[src/logic/tracker_pkg.sv]
package tracker_pkg;

	// Blob record in frame memory, RECORD_WORDS words per blob
	//   word 0: colour code plus one in bits 7:0, code 0 means no recognized colour
	//   word 1: area in bits 15:0, height in bits 23:16
	//   word 2: centroid x in bits 31:24, y in bits 23:16, size in bits 15:0
	localparam int NUM_COLORS    = 6;
	localparam int NUM_RANKS     = 3;
	localparam int NUM_REPORTS   = 6;
	localparam int RECORD_WORDS  = 3;
	localparam int WORD_SHAPE    = 1;	// Area and height
	localparam int WORD_CENTROID = 2;
	localparam int MAX_HEIGHT    = 120;	// Taller blobs rank as height 0
	localparam int ADDR_W        = 18;
	localparam int DATA_W        = 32;
	localparam logic [ADDR_W-1:0] RECORD_BASE = 18'h00100;	// Address of record 0

	typedef logic [ADDR_W-1:0] mem_addr_t;
	typedef logic [DATA_W-1:0] mem_data_t;
	typedef logic [15:0]       blob_metric_t;
	typedef logic [15:0]       blob_index_t;
	typedef logic [2:0]        color_t;
	typedef logic [7:0]        coord_t;

	typedef enum logic {select_biggest, select_highest} select_mode_t;
	typedef enum logic {report_per_color, report_two_colors} report_mode_t;
	typedef enum logic [1:0] {scan_idle, scan_color, scan_shape, scan_finished} scan_state_t;
	typedef enum logic [2:0] {
		rep_idle, rep_select, rep_read, rep_write, rep_finished
	} report_state_t;
	typedef enum logic [1:0] {apb_idle, apb_setup, apb_access} apb_state_t;

	typedef struct packed {
		logic      valid;
		logic      write;
		mem_addr_t addr;
		mem_data_t wdata;
	} mem_req_t;

	typedef struct packed {
		logic      done;	// One cycle per finished transfer
		mem_data_t rdata;
	} mem_rsp_t;

	typedef struct packed {
		logic      psel;
		logic      penable;
		logic      pwrite;
		mem_addr_t paddr;
		mem_data_t pwdata;
	} apb_req_t;

	typedef struct packed {
		blob_metric_t metric;	// Zero marks an empty slot
		blob_index_t  index;
	} rank_entry_t;

	typedef struct packed {
		logic         valid;
		color_t       color;
		blob_metric_t metric;
		blob_index_t  index;
	} candidate_t;

	// Same bit layout as record word 2
	typedef struct packed {
		coord_t       x;
		coord_t       y;
		blob_metric_t size;
	} centroid_t;

endpackage

[src/logic/blob_scanner.sv]
`timescale 1ns/1ps

module blob_scanner (
	input  logic                      crystal_clk_div_by_two,
	input  logic                      reset,
	input  logic                      start,
	input  tracker_pkg::select_mode_t select_mode,
	input  tracker_pkg::blob_index_t  blob_count,
	output tracker_pkg::mem_req_t     mem_req,
	input  tracker_pkg::mem_rsp_t     mem_rsp,
	output tracker_pkg::candidate_t   candidate,
	output logic                      scan_done
);
	import tracker_pkg::*;

	scan_state_t  state;
	blob_index_t  index;
	mem_addr_t    record_addr;	// Word 0 of the current record
	color_t       color;
	blob_metric_t metric;
	logic         no_color;
	logic         last_record;
	logic         advance;

	assign no_color    = (mem_rsp.rdata[7:0] == 8'd0);
	assign last_record = (index == blob_count - 1'b1);
	assign advance     = mem_rsp.done && ((state == scan_shape) || no_color);
	assign scan_done   = (state == scan_finished);

	// Ranking metric from word 1
	always_comb begin
		if (select_mode == select_highest) begin
			metric = blob_metric_t'(mem_rsp.rdata[23:16]);
			if (metric > MAX_HEIGHT)
				metric = '0;	// Out of the frame
		end else begin
			metric = mem_rsp.rdata[15:0];
		end
	end

	always_comb begin
		mem_req.valid = (state == scan_color) || (state == scan_shape);
		mem_req.write = 1'b0;
		mem_req.addr  = (state == scan_shape) ? record_addr + mem_addr_t'(WORD_SHAPE) : record_addr;
		mem_req.wdata = '0;
	end

	always_ff @(posedge crystal_clk_div_by_two) begin
		candidate.valid <= 1'b0;	// Single cycle pulse
		if (reset || !start) begin
			state <= scan_idle;
		end else begin
			case (state)
				scan_idle: begin
					index       <= '0;
					record_addr <= RECORD_BASE;
					state       <= (blob_count == '0) ? scan_finished : scan_color;
				end
				scan_color: begin
					if (mem_rsp.done && !no_color) begin
						color <= color_t'(mem_rsp.rdata[7:0] - 8'd1);	// Stored offset by one
						state <= scan_shape;
					end
				end
				scan_shape: begin
					if (mem_rsp.done) begin
						candidate.valid  <= 1'b1;
						candidate.color  <= color;
						candidate.metric <= metric;
						candidate.index  <= index;
					end
				end
				default: ;
			endcase
			// Next record, or finish after the last one
			if (advance) begin
				index       <= index + 1'b1;
				record_addr <= record_addr + mem_addr_t'(RECORD_WORDS);
				state       <= last_record ? scan_finished : scan_color;
			end
		end
	end

endmodule

[src/logic/blob_rank_table.sv]
`timescale 1ns/1ps

module blob_rank_table (
	input  logic                      crystal_clk_div_by_two,
	input  logic                      reset,
	input  logic                      start,
	input  tracker_pkg::blob_metric_t minimum_blob_size,
	input  tracker_pkg::candidate_t   candidate,
	output tracker_pkg::rank_entry_t  entries [tracker_pkg::NUM_COLORS][tracker_pkg::NUM_RANKS]
);
	import tracker_pkg::*;

	color_t                 row;
	logic                   accept;
	logic [NUM_RANKS-1:0]   beats;	// Candidate strictly above this rank
	rank_entry_t            fresh;

	assign row    = (candidate.color < NUM_COLORS) ? candidate.color : '0;
	assign accept = candidate.valid && (candidate.color < NUM_COLORS) &&
			(candidate.metric > minimum_blob_size);
	assign fresh  = '{metric: candidate.metric, index: candidate.index};

	// Rows stay sorted, so beats is a run of ones from the bottom up
	always_comb begin
		for (int r = 0; r < NUM_RANKS; r++) begin
			beats[r] = candidate.metric > entries[row][r].metric;
		end
	end

	always_ff @(posedge crystal_clk_div_by_two) begin
		if (reset || !start) begin
			for (int c = 0; c < NUM_COLORS; c++) begin
				for (int r = 0; r < NUM_RANKS; r++) begin
					entries[c][r] <= '0;
				end
			end
		end else if (accept) begin
			if (beats[0])
				entries[row][0] <= fresh;
			// Shift down below the insert point, ties stay put
			for (int r = 1; r < NUM_RANKS; r++) begin
				if (beats[r])
					entries[row][r] <= beats[r-1] ? entries[row][r-1] : fresh;
			end
		end
	end

endmodule

[src/logic/centroid_reporter.sv]
`timescale 1ns/1ps

module centroid_reporter (
	input  logic                      crystal_clk_div_by_two,
	input  logic                      reset,
	input  logic                      start,
	input  logic                      scan_done,
	input  tracker_pkg::report_mode_t report_mode,
	input  tracker_pkg::rank_entry_t  entries [tracker_pkg::NUM_COLORS][tracker_pkg::NUM_RANKS],
	output tracker_pkg::mem_req_t     mem_req,
	input  tracker_pkg::mem_rsp_t     mem_rsp,
	output tracker_pkg::centroid_t    centroids [tracker_pkg::NUM_REPORTS],
	output logic                      done
);
	import tracker_pkg::*;

	report_state_t state;
	logic [2:0]    slot;
	color_t        slot_color;
	logic [1:0]    slot_rank;
	rank_entry_t   slot_entry;
	logic          last_slot;
	mem_addr_t     addr;
	mem_data_t     cleared;	// Centroid word with size zeroed

	// Slot to table position
	always_comb begin
		if (report_mode == report_two_colors) begin
			slot_color = (slot < 3'(NUM_RANKS)) ? 3'd0 : 3'd1;
			slot_rank  = (slot < 3'(NUM_RANKS)) ? slot[1:0] : 2'(slot - 3'(NUM_RANKS));
		end else begin
			slot_color = color_t'(slot);
			slot_rank  = '0;
		end
		slot_entry = entries[slot_color][slot_rank];
	end

	assign last_slot = (slot == 3'(NUM_REPORTS - 1));
	assign done      = (state == rep_finished) && start;

	always_comb begin
		mem_req.valid = (state == rep_read) || (state == rep_write);
		mem_req.write = (state == rep_write);
		mem_req.addr  = addr;
		mem_req.wdata = cleared;
	end

	always_ff @(posedge crystal_clk_div_by_two) begin
		if (reset || !start) begin
			state <= rep_idle;
			slot  <= '0;
			for (int i = 0; i < NUM_REPORTS; i++) begin
				centroids[i] <= '0;
			end
		end else begin
			case (state)
				rep_idle: begin
					if (scan_done)
						state <= rep_select;
				end
				rep_select: begin
					if (slot_entry.metric == '0) begin	// Empty, no access
						slot  <= slot + 1'b1;
						state <= last_slot ? rep_finished : rep_select;
					end else begin
						addr  <= mem_addr_t'(RECORD_BASE + slot_entry.index * RECORD_WORDS +
								WORD_CENTROID);
						state <= rep_read;
					end
				end
				rep_read: begin
					if (mem_rsp.done) begin
						centroids[slot] <= centroid_t'(mem_rsp.rdata);
						cleared         <= {mem_rsp.rdata[31:16], 16'h0000};
						state           <= rep_write;
					end
				end
				rep_write: begin
					if (mem_rsp.done) begin
						slot  <= slot + 1'b1;
						state <= last_slot ? rep_finished : rep_select;
					end
				end
				default: ;	// Hold until start drops
			endcase
		end
	end

endmodule

[src/logic/mem_arbiter.sv]
`timescale 1ns/1ps

module mem_arbiter (
	input  logic                   crystal_clk_div_by_two,
	input  logic                   reset,
	input  tracker_pkg::mem_req_t  scan_req,
	output tracker_pkg::mem_rsp_t  scan_rsp,
	input  tracker_pkg::mem_req_t  report_req,
	output tracker_pkg::mem_rsp_t  report_rsp,
	output tracker_pkg::apb_req_t  apb,
	input  tracker_pkg::mem_data_t prdata,
	input  logic                   pready
);
	import tracker_pkg::*;

	apb_state_t state;	// Registered, idle or access
	apb_state_t phase;	// Bus phase of this cycle
	logic       owner;	// High for the reporter
	logic       owner_q;
	logic       owner_valid;
	logic       stale;	// Owner gave up during access
	logic       xfer_done;
	mem_req_t   sel_req;
	mem_req_t   held;	// Fields frozen for the access phase
	mem_req_t   fields;

	// Setup starts in the same cycle as the request
	always_comb begin
		if (state == apb_access)
			phase = apb_access;
		else if (scan_req.valid || report_req.valid)
			phase = apb_setup;
		else
			phase = apb_idle;
	end

	assign owner       = (phase == apb_setup) ? !scan_req.valid : owner_q;	// Scanner first
	assign sel_req     = owner ? report_req : scan_req;
	assign fields      = (state == apb_access) ? held : sel_req;
	assign owner_valid = owner_q ? report_req.valid : scan_req.valid;
	assign xfer_done   = (state == apb_access) && pready && owner_valid && !stale;

	always_comb begin
		apb.psel    = (phase != apb_idle);
		apb.penable = (phase == apb_access);
		apb.pwrite  = fields.write;
		apb.paddr   = fields.addr;
		apb.pwdata  = fields.wdata;
	end

	assign scan_rsp.done     = xfer_done && !owner_q;
	assign scan_rsp.rdata    = prdata;
	assign report_rsp.done   = xfer_done && owner_q;
	assign report_rsp.rdata  = prdata;

	always_ff @(posedge crystal_clk_div_by_two) begin
		if (reset) begin
			state   <= apb_idle;
			owner_q <= 1'b0;
			stale   <= 1'b0;
		end else begin
			case (phase)
				apb_setup: begin
					state   <= apb_access;
					owner_q <= owner;
					stale   <= 1'b0;
				end
				apb_access: begin
					if (pready)
						state <= apb_idle;	// Transfer ends even after an abort
					if (!owner_valid)
						stale <= 1'b1;
				end
				default: ;
			endcase
		end
	end

	always_ff @(posedge crystal_clk_div_by_two) begin
		if (phase == apb_setup)
			held <= sel_req;
	end

endmodule

[src/logic/blob_tracker_top.sv]
`timescale 1ns/1ps

module blob_tracker_top (
	input  logic                      crystal_clk_div_by_two,
	input  logic                      reset,
	input  logic                      start,
	input  tracker_pkg::select_mode_t select_mode,
	input  tracker_pkg::report_mode_t report_mode,
	input  tracker_pkg::blob_metric_t minimum_blob_size,
	input  tracker_pkg::blob_index_t  blob_count,
	output tracker_pkg::apb_req_t     apb,
	input  tracker_pkg::mem_data_t    prdata,
	input  logic                      pready,
	output tracker_pkg::centroid_t    centroids [tracker_pkg::NUM_REPORTS],
	output logic                      done
);
	import tracker_pkg::*;

	mem_req_t    scan_req;
	mem_req_t    report_req;
	mem_rsp_t    scan_rsp;
	mem_rsp_t    report_rsp;
	candidate_t  candidate;
	rank_entry_t entries [NUM_COLORS][NUM_RANKS];
	logic        scan_done;

	blob_scanner u_scanner (
		.crystal_clk_div_by_two (crystal_clk_div_by_two),
		.reset                  (reset),
		.start                  (start),
		.select_mode            (select_mode),
		.blob_count             (blob_count),
		.mem_req                (scan_req),
		.mem_rsp                (scan_rsp),
		.candidate              (candidate),
		.scan_done              (scan_done)
	);

	blob_rank_table u_rank_table (
		.crystal_clk_div_by_two (crystal_clk_div_by_two),
		.reset                  (reset),
		.start                  (start),
		.minimum_blob_size      (minimum_blob_size),
		.candidate              (candidate),
		.entries                (entries)
	);

	centroid_reporter u_reporter (
		.crystal_clk_div_by_two (crystal_clk_div_by_two),
		.reset                  (reset),
		.start                  (start),
		.scan_done              (scan_done),
		.report_mode            (report_mode),
		.entries                (entries),
		.mem_req                (report_req),
		.mem_rsp                (report_rsp),
		.centroids              (centroids),
		.done                   (done)
	);

	mem_arbiter u_arbiter (
		.crystal_clk_div_by_two (crystal_clk_div_by_two),
		.reset                  (reset),
		.scan_req               (scan_req),
		.scan_rsp               (scan_rsp),
		.report_req             (report_req),
		.report_rsp             (report_rsp),
		.apb                    (apb),
		.prdata                 (prdata),
		.pready                 (pready)
	);

endmodule

[config.mk]
export PLATFORM = sky130hd
export DESIGN_NAME = blob_tracker_top
export DESIGN_NICKNAME = d
export VERILOG_FILES = /design/src/logic/tracker_pkg.sv /design/src/logic/blob_scanner.sv /design/src/logic/blob_rank_table.sv /design/src/logic/centroid_reporter.sv /design/src/logic/mem_arbiter.sv /design/src/logic/blob_tracker_top.sv
export SDC_FILE = /design/constraint.sdc
export NUM_CORES = 2
export LEC_CHECK = 0
export ABC_AREA = 1
export BUFFER_PORTS_ARGS = -buffer_cell sky130_fd_sc_hd__clkbuf_2
export CORE_MARGIN = 2
export CORE_UTILIZATION = 40
export DETAILED_ROUTE_END_ITERATION = 16
export MAX_ROUTING_LAYER = met4
export SLEW_MARGIN = 0
export SYNTH_ARGS = -nofsm -noshare
export SYNTH_HDL_FRONTEND = slang
export SYNTH_SLANG_ARGS = --single-unit
[constraint.sdc]
create_clock -name crystal_clk_div_by_two -period 6.5 [get_ports crystal_clk_div_by_two]
set_input_delay 0.65 -clock crystal_clk_div_by_two [delete_from_list [all_inputs] [get_ports crystal_clk_div_by_two]]
set_output_delay 0.65 -clock crystal_clk_div_by_two [all_outputs]
set_load 0.005 [all_outputs]
-- Word-level counts from Yosys, hierarchy flattened
Cells that the tools add are included.
Widths: inputs -> output; s select.
- output and inout port bits: 246
- register bits after elaboration: 938
- word-level logic and storage cells: 233
- $mul: 1
- reductions and logical operators: 45
- multiplexer cells: 67
- add/subtract/negate cells: 9
- order comparisons: 13
- bitwise operators: 7
- equality and inequality tests: 19
- operator list (kind ; number):
    $mux 576 ; 7
    $bwmux 576 ; 3
    $demux 96 s3 ; 3
    $bmux 96 s3 ; 2
    $mux 96 ; 5
    $bwmux 192 ; 1
    $mux 32 ; 6
    $mux 51 ; 2
    $demux 32 s3 ; 1
    $bmux 32 s2 ; 1
    $gt 16x16->1 ; 4
    $mux 64 ; 1
    $mux 18 ; 3
    $mux 16 ; 3
    $add 18x2->18 const B ; 2
    $mux 36 ; 1
    $logic_not 16->1 ; 2
    $mux 3 ; 9
    $add 18x1->18 const B ; 1
    $add 9x18->18 const A ; 1
    $mul 16x2->18 const B ; 1
    $add 16x1->16 const B ; 1
    $eq 16x16->1 ; 1
    $mux 2 ; 8
    other kinds (40) ; 92

-- Depth between registers and ports, before layout
- depth after elaboration: 17
- gate-level depth with buffers: 33
- mapped depth without buffers: 28

-- By module
A second synthesis with hierarchy kept.
- cell total of the unflattened synthesis: 7345
- area total of the unflattened synthesis: 50383.3 µm²
- modules (own cells, without submodules) (module ; sequential area each (µm²) ; cells an instance ; area each (µm²) ; times used):
    blob_rank_table ; 11531.1 ; 4538 ; 29365.7 ; 1
    centroid_reporter ; 4984.8 ; 1685 ; 12130.4 ; 1
    blob_scanner ; 2222.1 ; 542 ; 4658.2 ; 1
    mem_arbiter ; 1591.5 ; 580 ; 4229.1 ; 1

-- Least setup slack after synthesis
OpenSTA, ideal clock, no wires.
- path kind: input to register
- start point: input port report_mode
- end point: register u_reporter.addr[14] (data pin)
- data arrival time: 4304 ps
- cell stages on the path: 28
- setup slack: 1931 ps
- cell sequence: inv_2 -> nand2_1 -> buf_4 -> nand2_4 -> buf_4 -> buf_4 -> buf_2 -> or2_2 -> o211ai_1 -> a21oi_1 -> o21ai_0 -> nand2_1 -> nand2_1 -> inv_1 -> ha_1 -> ha_1 -> fa_1 -> nand3_1 -> nand3_1 -> a21oi_1 -> inv_1 -> a21oi_1 -> o21ai_0 -> nand2_1 -> nand2_1 -> a21oi_1 -> o21ai_0 -> xor2_1
- cells in the longest elaborated chain, start to end: 11
- elaborated cells on any way between the ends: 13
- those cells by class: add/sub: 2; mul: 1; mux: 8; bitwise: 2
- ends and longest elaborated chain (element ; line ; text):
    start: declaration ; blob_tracker_top.sv:8 ; input tracker_pkg::report_mode_t report_mode,
    $mux 3 ; centroid_reporter.sv:28 ; if (report_mode == report_two_colors) begin
    $not 3->4 (implied by the code) ; centroid_reporter.sv:35 ; slot_entry = entries[slot_color][slot_rank];
    $bmux 96 s3 ; centroid_reporter.sv:35 ;
    $mux 96 (implied by the code) (2 in a row) ; centroid_reporter.sv:35 ;
    $bmux 32 s2 * ; centroid_reporter.sv:35 ;
    $mux 32 (implied by the code) * (2 in a row) ; centroid_reporter.sv:35 ;
    $mul 16x2->18 * ; centroid_reporter.sv:66 ; addr <= mem_addr_t'(RECORD_BASE + slot_entry.index * RECORD_WORDS +
    $add 9x18->18 * ; centroid_reporter.sv:66 ;
    $add 18x2->18 * ; centroid_reporter.sv:66 ;
    end signal: assignment ; centroid_reporter.sv:66 ;
    end: declaration ; centroid_reporter.sv:23 ; mem_addr_t addr;
Every way passes the cells marked *; elsewhere a longest branch is shown, timed or not. The select of a mux whose other input is x is not followed.
A chain may end at the register's enable or synchronous reset.

-- Final worst setup path
- start point: register u_scanner.candidate[33] (netlist name)
- end point: register u_rank_table.entries[93] (netlist name)
- cells in the longest elaborated chain, start to end: 17
- elaborated cells on any way between the ends: 30
- those cells by class: order compare: 6; mux: 20; bitwise: 1; reduce/logical: 3
- ends and longest elaborated chain (element):
    branches (longest 17 deep; another with $gt 16x16->1)
Parallel ways; which one is timed is not known. The select of a mux whose other input is x is not followed.

==> results.yml <==
status:
  status: "finished, final reports clean"
clock_tree:
  cts_resized: 0
  cts_max_level: 3
  cts_buffers: 98
  cts.clk_slew.worst_paths_ps: 60
  cts_sinks: 919
  cts-root-buf: "clkbuf_16"
  clock_tree.buffer_depth: 3
  cts_tree: "done"
  cts_setup_buffers: 0
  hold_buffers: 0
  clk_latency_ps: 700
worst_setup_path:
  path_max_fanout: 48
  criticalPathCategory: "flop to flop"
  required_ps: 7110
  critPathTopFamily: "simple AND/OR/NAND/NOR gates"
  crit_slowest_cell: "nor2_2"
  slowest_delay_ps: 790
  worstSetupEndpointType: "flop"
  cp_common_cell: "nor2_1"
  worst_setup_path_start_kind: "flop"
  path_cells: "ha_1 -> inv_1 -> nand2_4 -> inv_6 -> nand2_1 -> a32oi_1 -> a21oi_1 -> ha_1 -> inv_1 -> nor2_1 -> nor2_1 -> o21a_1 -> o221ai_1 -> a21oi_1 -> o21ai_1 -> nand2_2 -> inv_2 -> nand2_1 -> nor2_2 -> buf_4 -> o21ai_0 -> nor2_1"
  cp_num_buf_inv: 5
  worstPathArrival_ps: 6100
synth:
  ys_warn_count: 0
  ys.flop_type: "dfxtp_1"
  synth_area_per_cell_um2: 7.26
  yosys-top-cells-area: "dfxtp_1 (34%), o21ai_0 (12%), edfxtp_1 (9.4%)"
  synth_area_leader_cell: "dfxtp_1"
  synth_cell_type_count: 57
  synth-async-reset-ratio_pct: 0
  postSynthCellCount: 6222
  synth_edf_count: 141
  synth-seq-cells: 919
  synth_area_um2: 45200
  yosys.area.top_type_share_pct: 34.5
  ys_seq_area_share_pct: 43.9
placement:
  place_ws_ps: 1080
  dpl.hpwl_um: 103000
  numPortBuffers: 299
  routabilityCongestion: 0.906
  placed_area_um2: 47600
detailed_routing:
  num_vias: 43647
  avgViaCountPerCell: 5.57
  top_layer: "met4"
  wl_per_cell_um: 20.3
  drc: 0
  met3WireLength_um: 16300
  drt_pass1_iterations: 8
  ant_nets: 0
  drt-met1-wl_um: 69900
  drt_wl_total_um: 159000
  route.met2.wl_um: 68100
  first_iter_violations: 4926
sta:
  worst_pin_slew_ps: 1180
  max_slew_margin_pct: 20.9
  fin_crit_ps: 5490
  max_freq_mhz: 182
  timing.final.ws_setup_ps: 1010
  setup_viol: 0
  grt_setup_unrepaired: "no"
  maxSlewViolCount: 0
  finalHoldViolations: 0
  clock_skew_ps: 37.1
  setup_tns_ps: 0
  period_share_pct: 84.5
global_routing:
  grt_pass1_wl_um: 246000
  gr-total-overflow: 0
  first_global_vias: 40734
  antenna_found_initial: 1
  track_usage_pct: 27.4
  grt_max_degree: 255
die:
  fp.coreArea_um2: 112000
  fp.dieH_um: 340
  rows: 123
  initial_core_util_pct: 40.3
  die_x_um: 340
  ios: 316
  dieArea_um2: 116000
finish:
  postLayoutCoreUtil_pct: 45.4
  mostFrequentLayoutCells: "o21ai_0 (1,086), nor2_1 (971), nand2_1 (820)"
  final_common_cell: "o21ai_0"
  drive_gt1_share_pct: 10.2
  multi_input_area_um2: 21900
  fillCellCount: 11208
  seqCellArea_um2: 19800
  design_area_um2: 50900
  nNetsFinal: 6429
  syn_to_final_growth_pct: 12.8
power:
  irDropWorstVdd_mv: 0.218
  power_leakage_nw: 20.7
  p_total_mw: 12.3
  power.density_nw_per_um2: 242
min_path:
  hold_path_class: "primary input to flop"
flow_run:
  cap_viol_max_count: 0
[synthesized netlist by cell type, drive strengths merged, types with 2 or more instances]
library cell,count
a211oi,7
a21o,4
a21oi,584
a22oi,6
a31oi,19
a32oi,36
buf,123
clkbuf,381
clkinv,2
dfxtp,778
edfxtp,141
ha,109
inv,408
mux2i,17
nand2,827
nand3,156
nand3b,13
nand4,23
nor2,996
nor3,236
nor3b,5
nor4,6
o2111ai,11
o211ai,67
o21a,7
o21ai,1109
o21bai,2
o221ai,18
o311ai,2
o31ai,24
o32ai,7
or2,15
xnor2,15
xor2,59
[path summary, 6_finish.rpt]
kind                                      from                                     to  slack [ps]  depth (start not counted)
max          u_scanner.candidate[33]$_DFFE_PP_  u_rank_table.entries[93]$_SDFFE_PP0P_        1010                         22
min                                      reset         u_arbiter.owner_q$_SDFFE_PP0N_         250                          2
max reg2reg  u_scanner.candidate[33]$_DFFE_PP_  u_rank_table.entries[93]$_SDFFE_PP0P_        1010                         22
min reg2reg       u_scanner.color[0]$_DFFE_PP_      u_scanner.candidate[32]$_DFFE_PP_         430                          0
[registers in the layout, summed over array words and instances (netlist names), 3 cells and up]
name,count
u_arbiter.held,35
u_rank_table.entries,574
u_reporter.addr,18
u_reporter.centroids,192
u_reporter.cleared,16
u_reporter.slot,3
u_reporter.state,3
u_scanner.candidate,36
u_scanner.color,3
u_scanner.index,16
u_scanner.record_addr,18
[through the flow]
step | instances | hold slack [ps]
3_3_place_gp | 7649 | 406
4_1_cts | 7832 | 214
3_5_place_dp | 7649 | 406
2_1_floorplan | 6237 | 400
5_1_grt | 7833 | 245
6_report | 7833 | 248
[kinds of logic after synthesis]
logic type | synth area share [%]
buffers and inverters | 8.12
DFF | 43.9
adders and majority gates | 3.06
and+or+nand+nor | 20.6
xor gates and xnor gates | 1.44
other | 0.00830
muxes | 0.377
AOI/OAI and AO/OA | 22.5
[power breakdown]
| part | switching, mW | internal, mW |
|---|---|---|
| clock | 2.47 | 3.41 |
| sequential | 0.0237 | 5.82 |
| combinational | 0.435 | 0.177 |
| total | 2.93 | 9.42 |
[layer usage]
metal,global-route usage [%],vias up
met3,6.37,273
li1,-,20940
met4,9.02,0
met2,40.1,2059
met1,37.3,20375
met5,-,-
[final cells by class]
cell class                      count  share of cell area, %
Multi-Input combinational cell   4404                   43.0
Inverter                          410                   3.03
Sequential cell                   919                   38.9
Timing Repair Buffer              416                   4.86
Tap cell                         1500                   3.68
Clock buffer                      139                   5.50
Clock inverter                     44                   1.05
Antenna cell                        1                0.00491
Power figures use the tool's default switching activity.
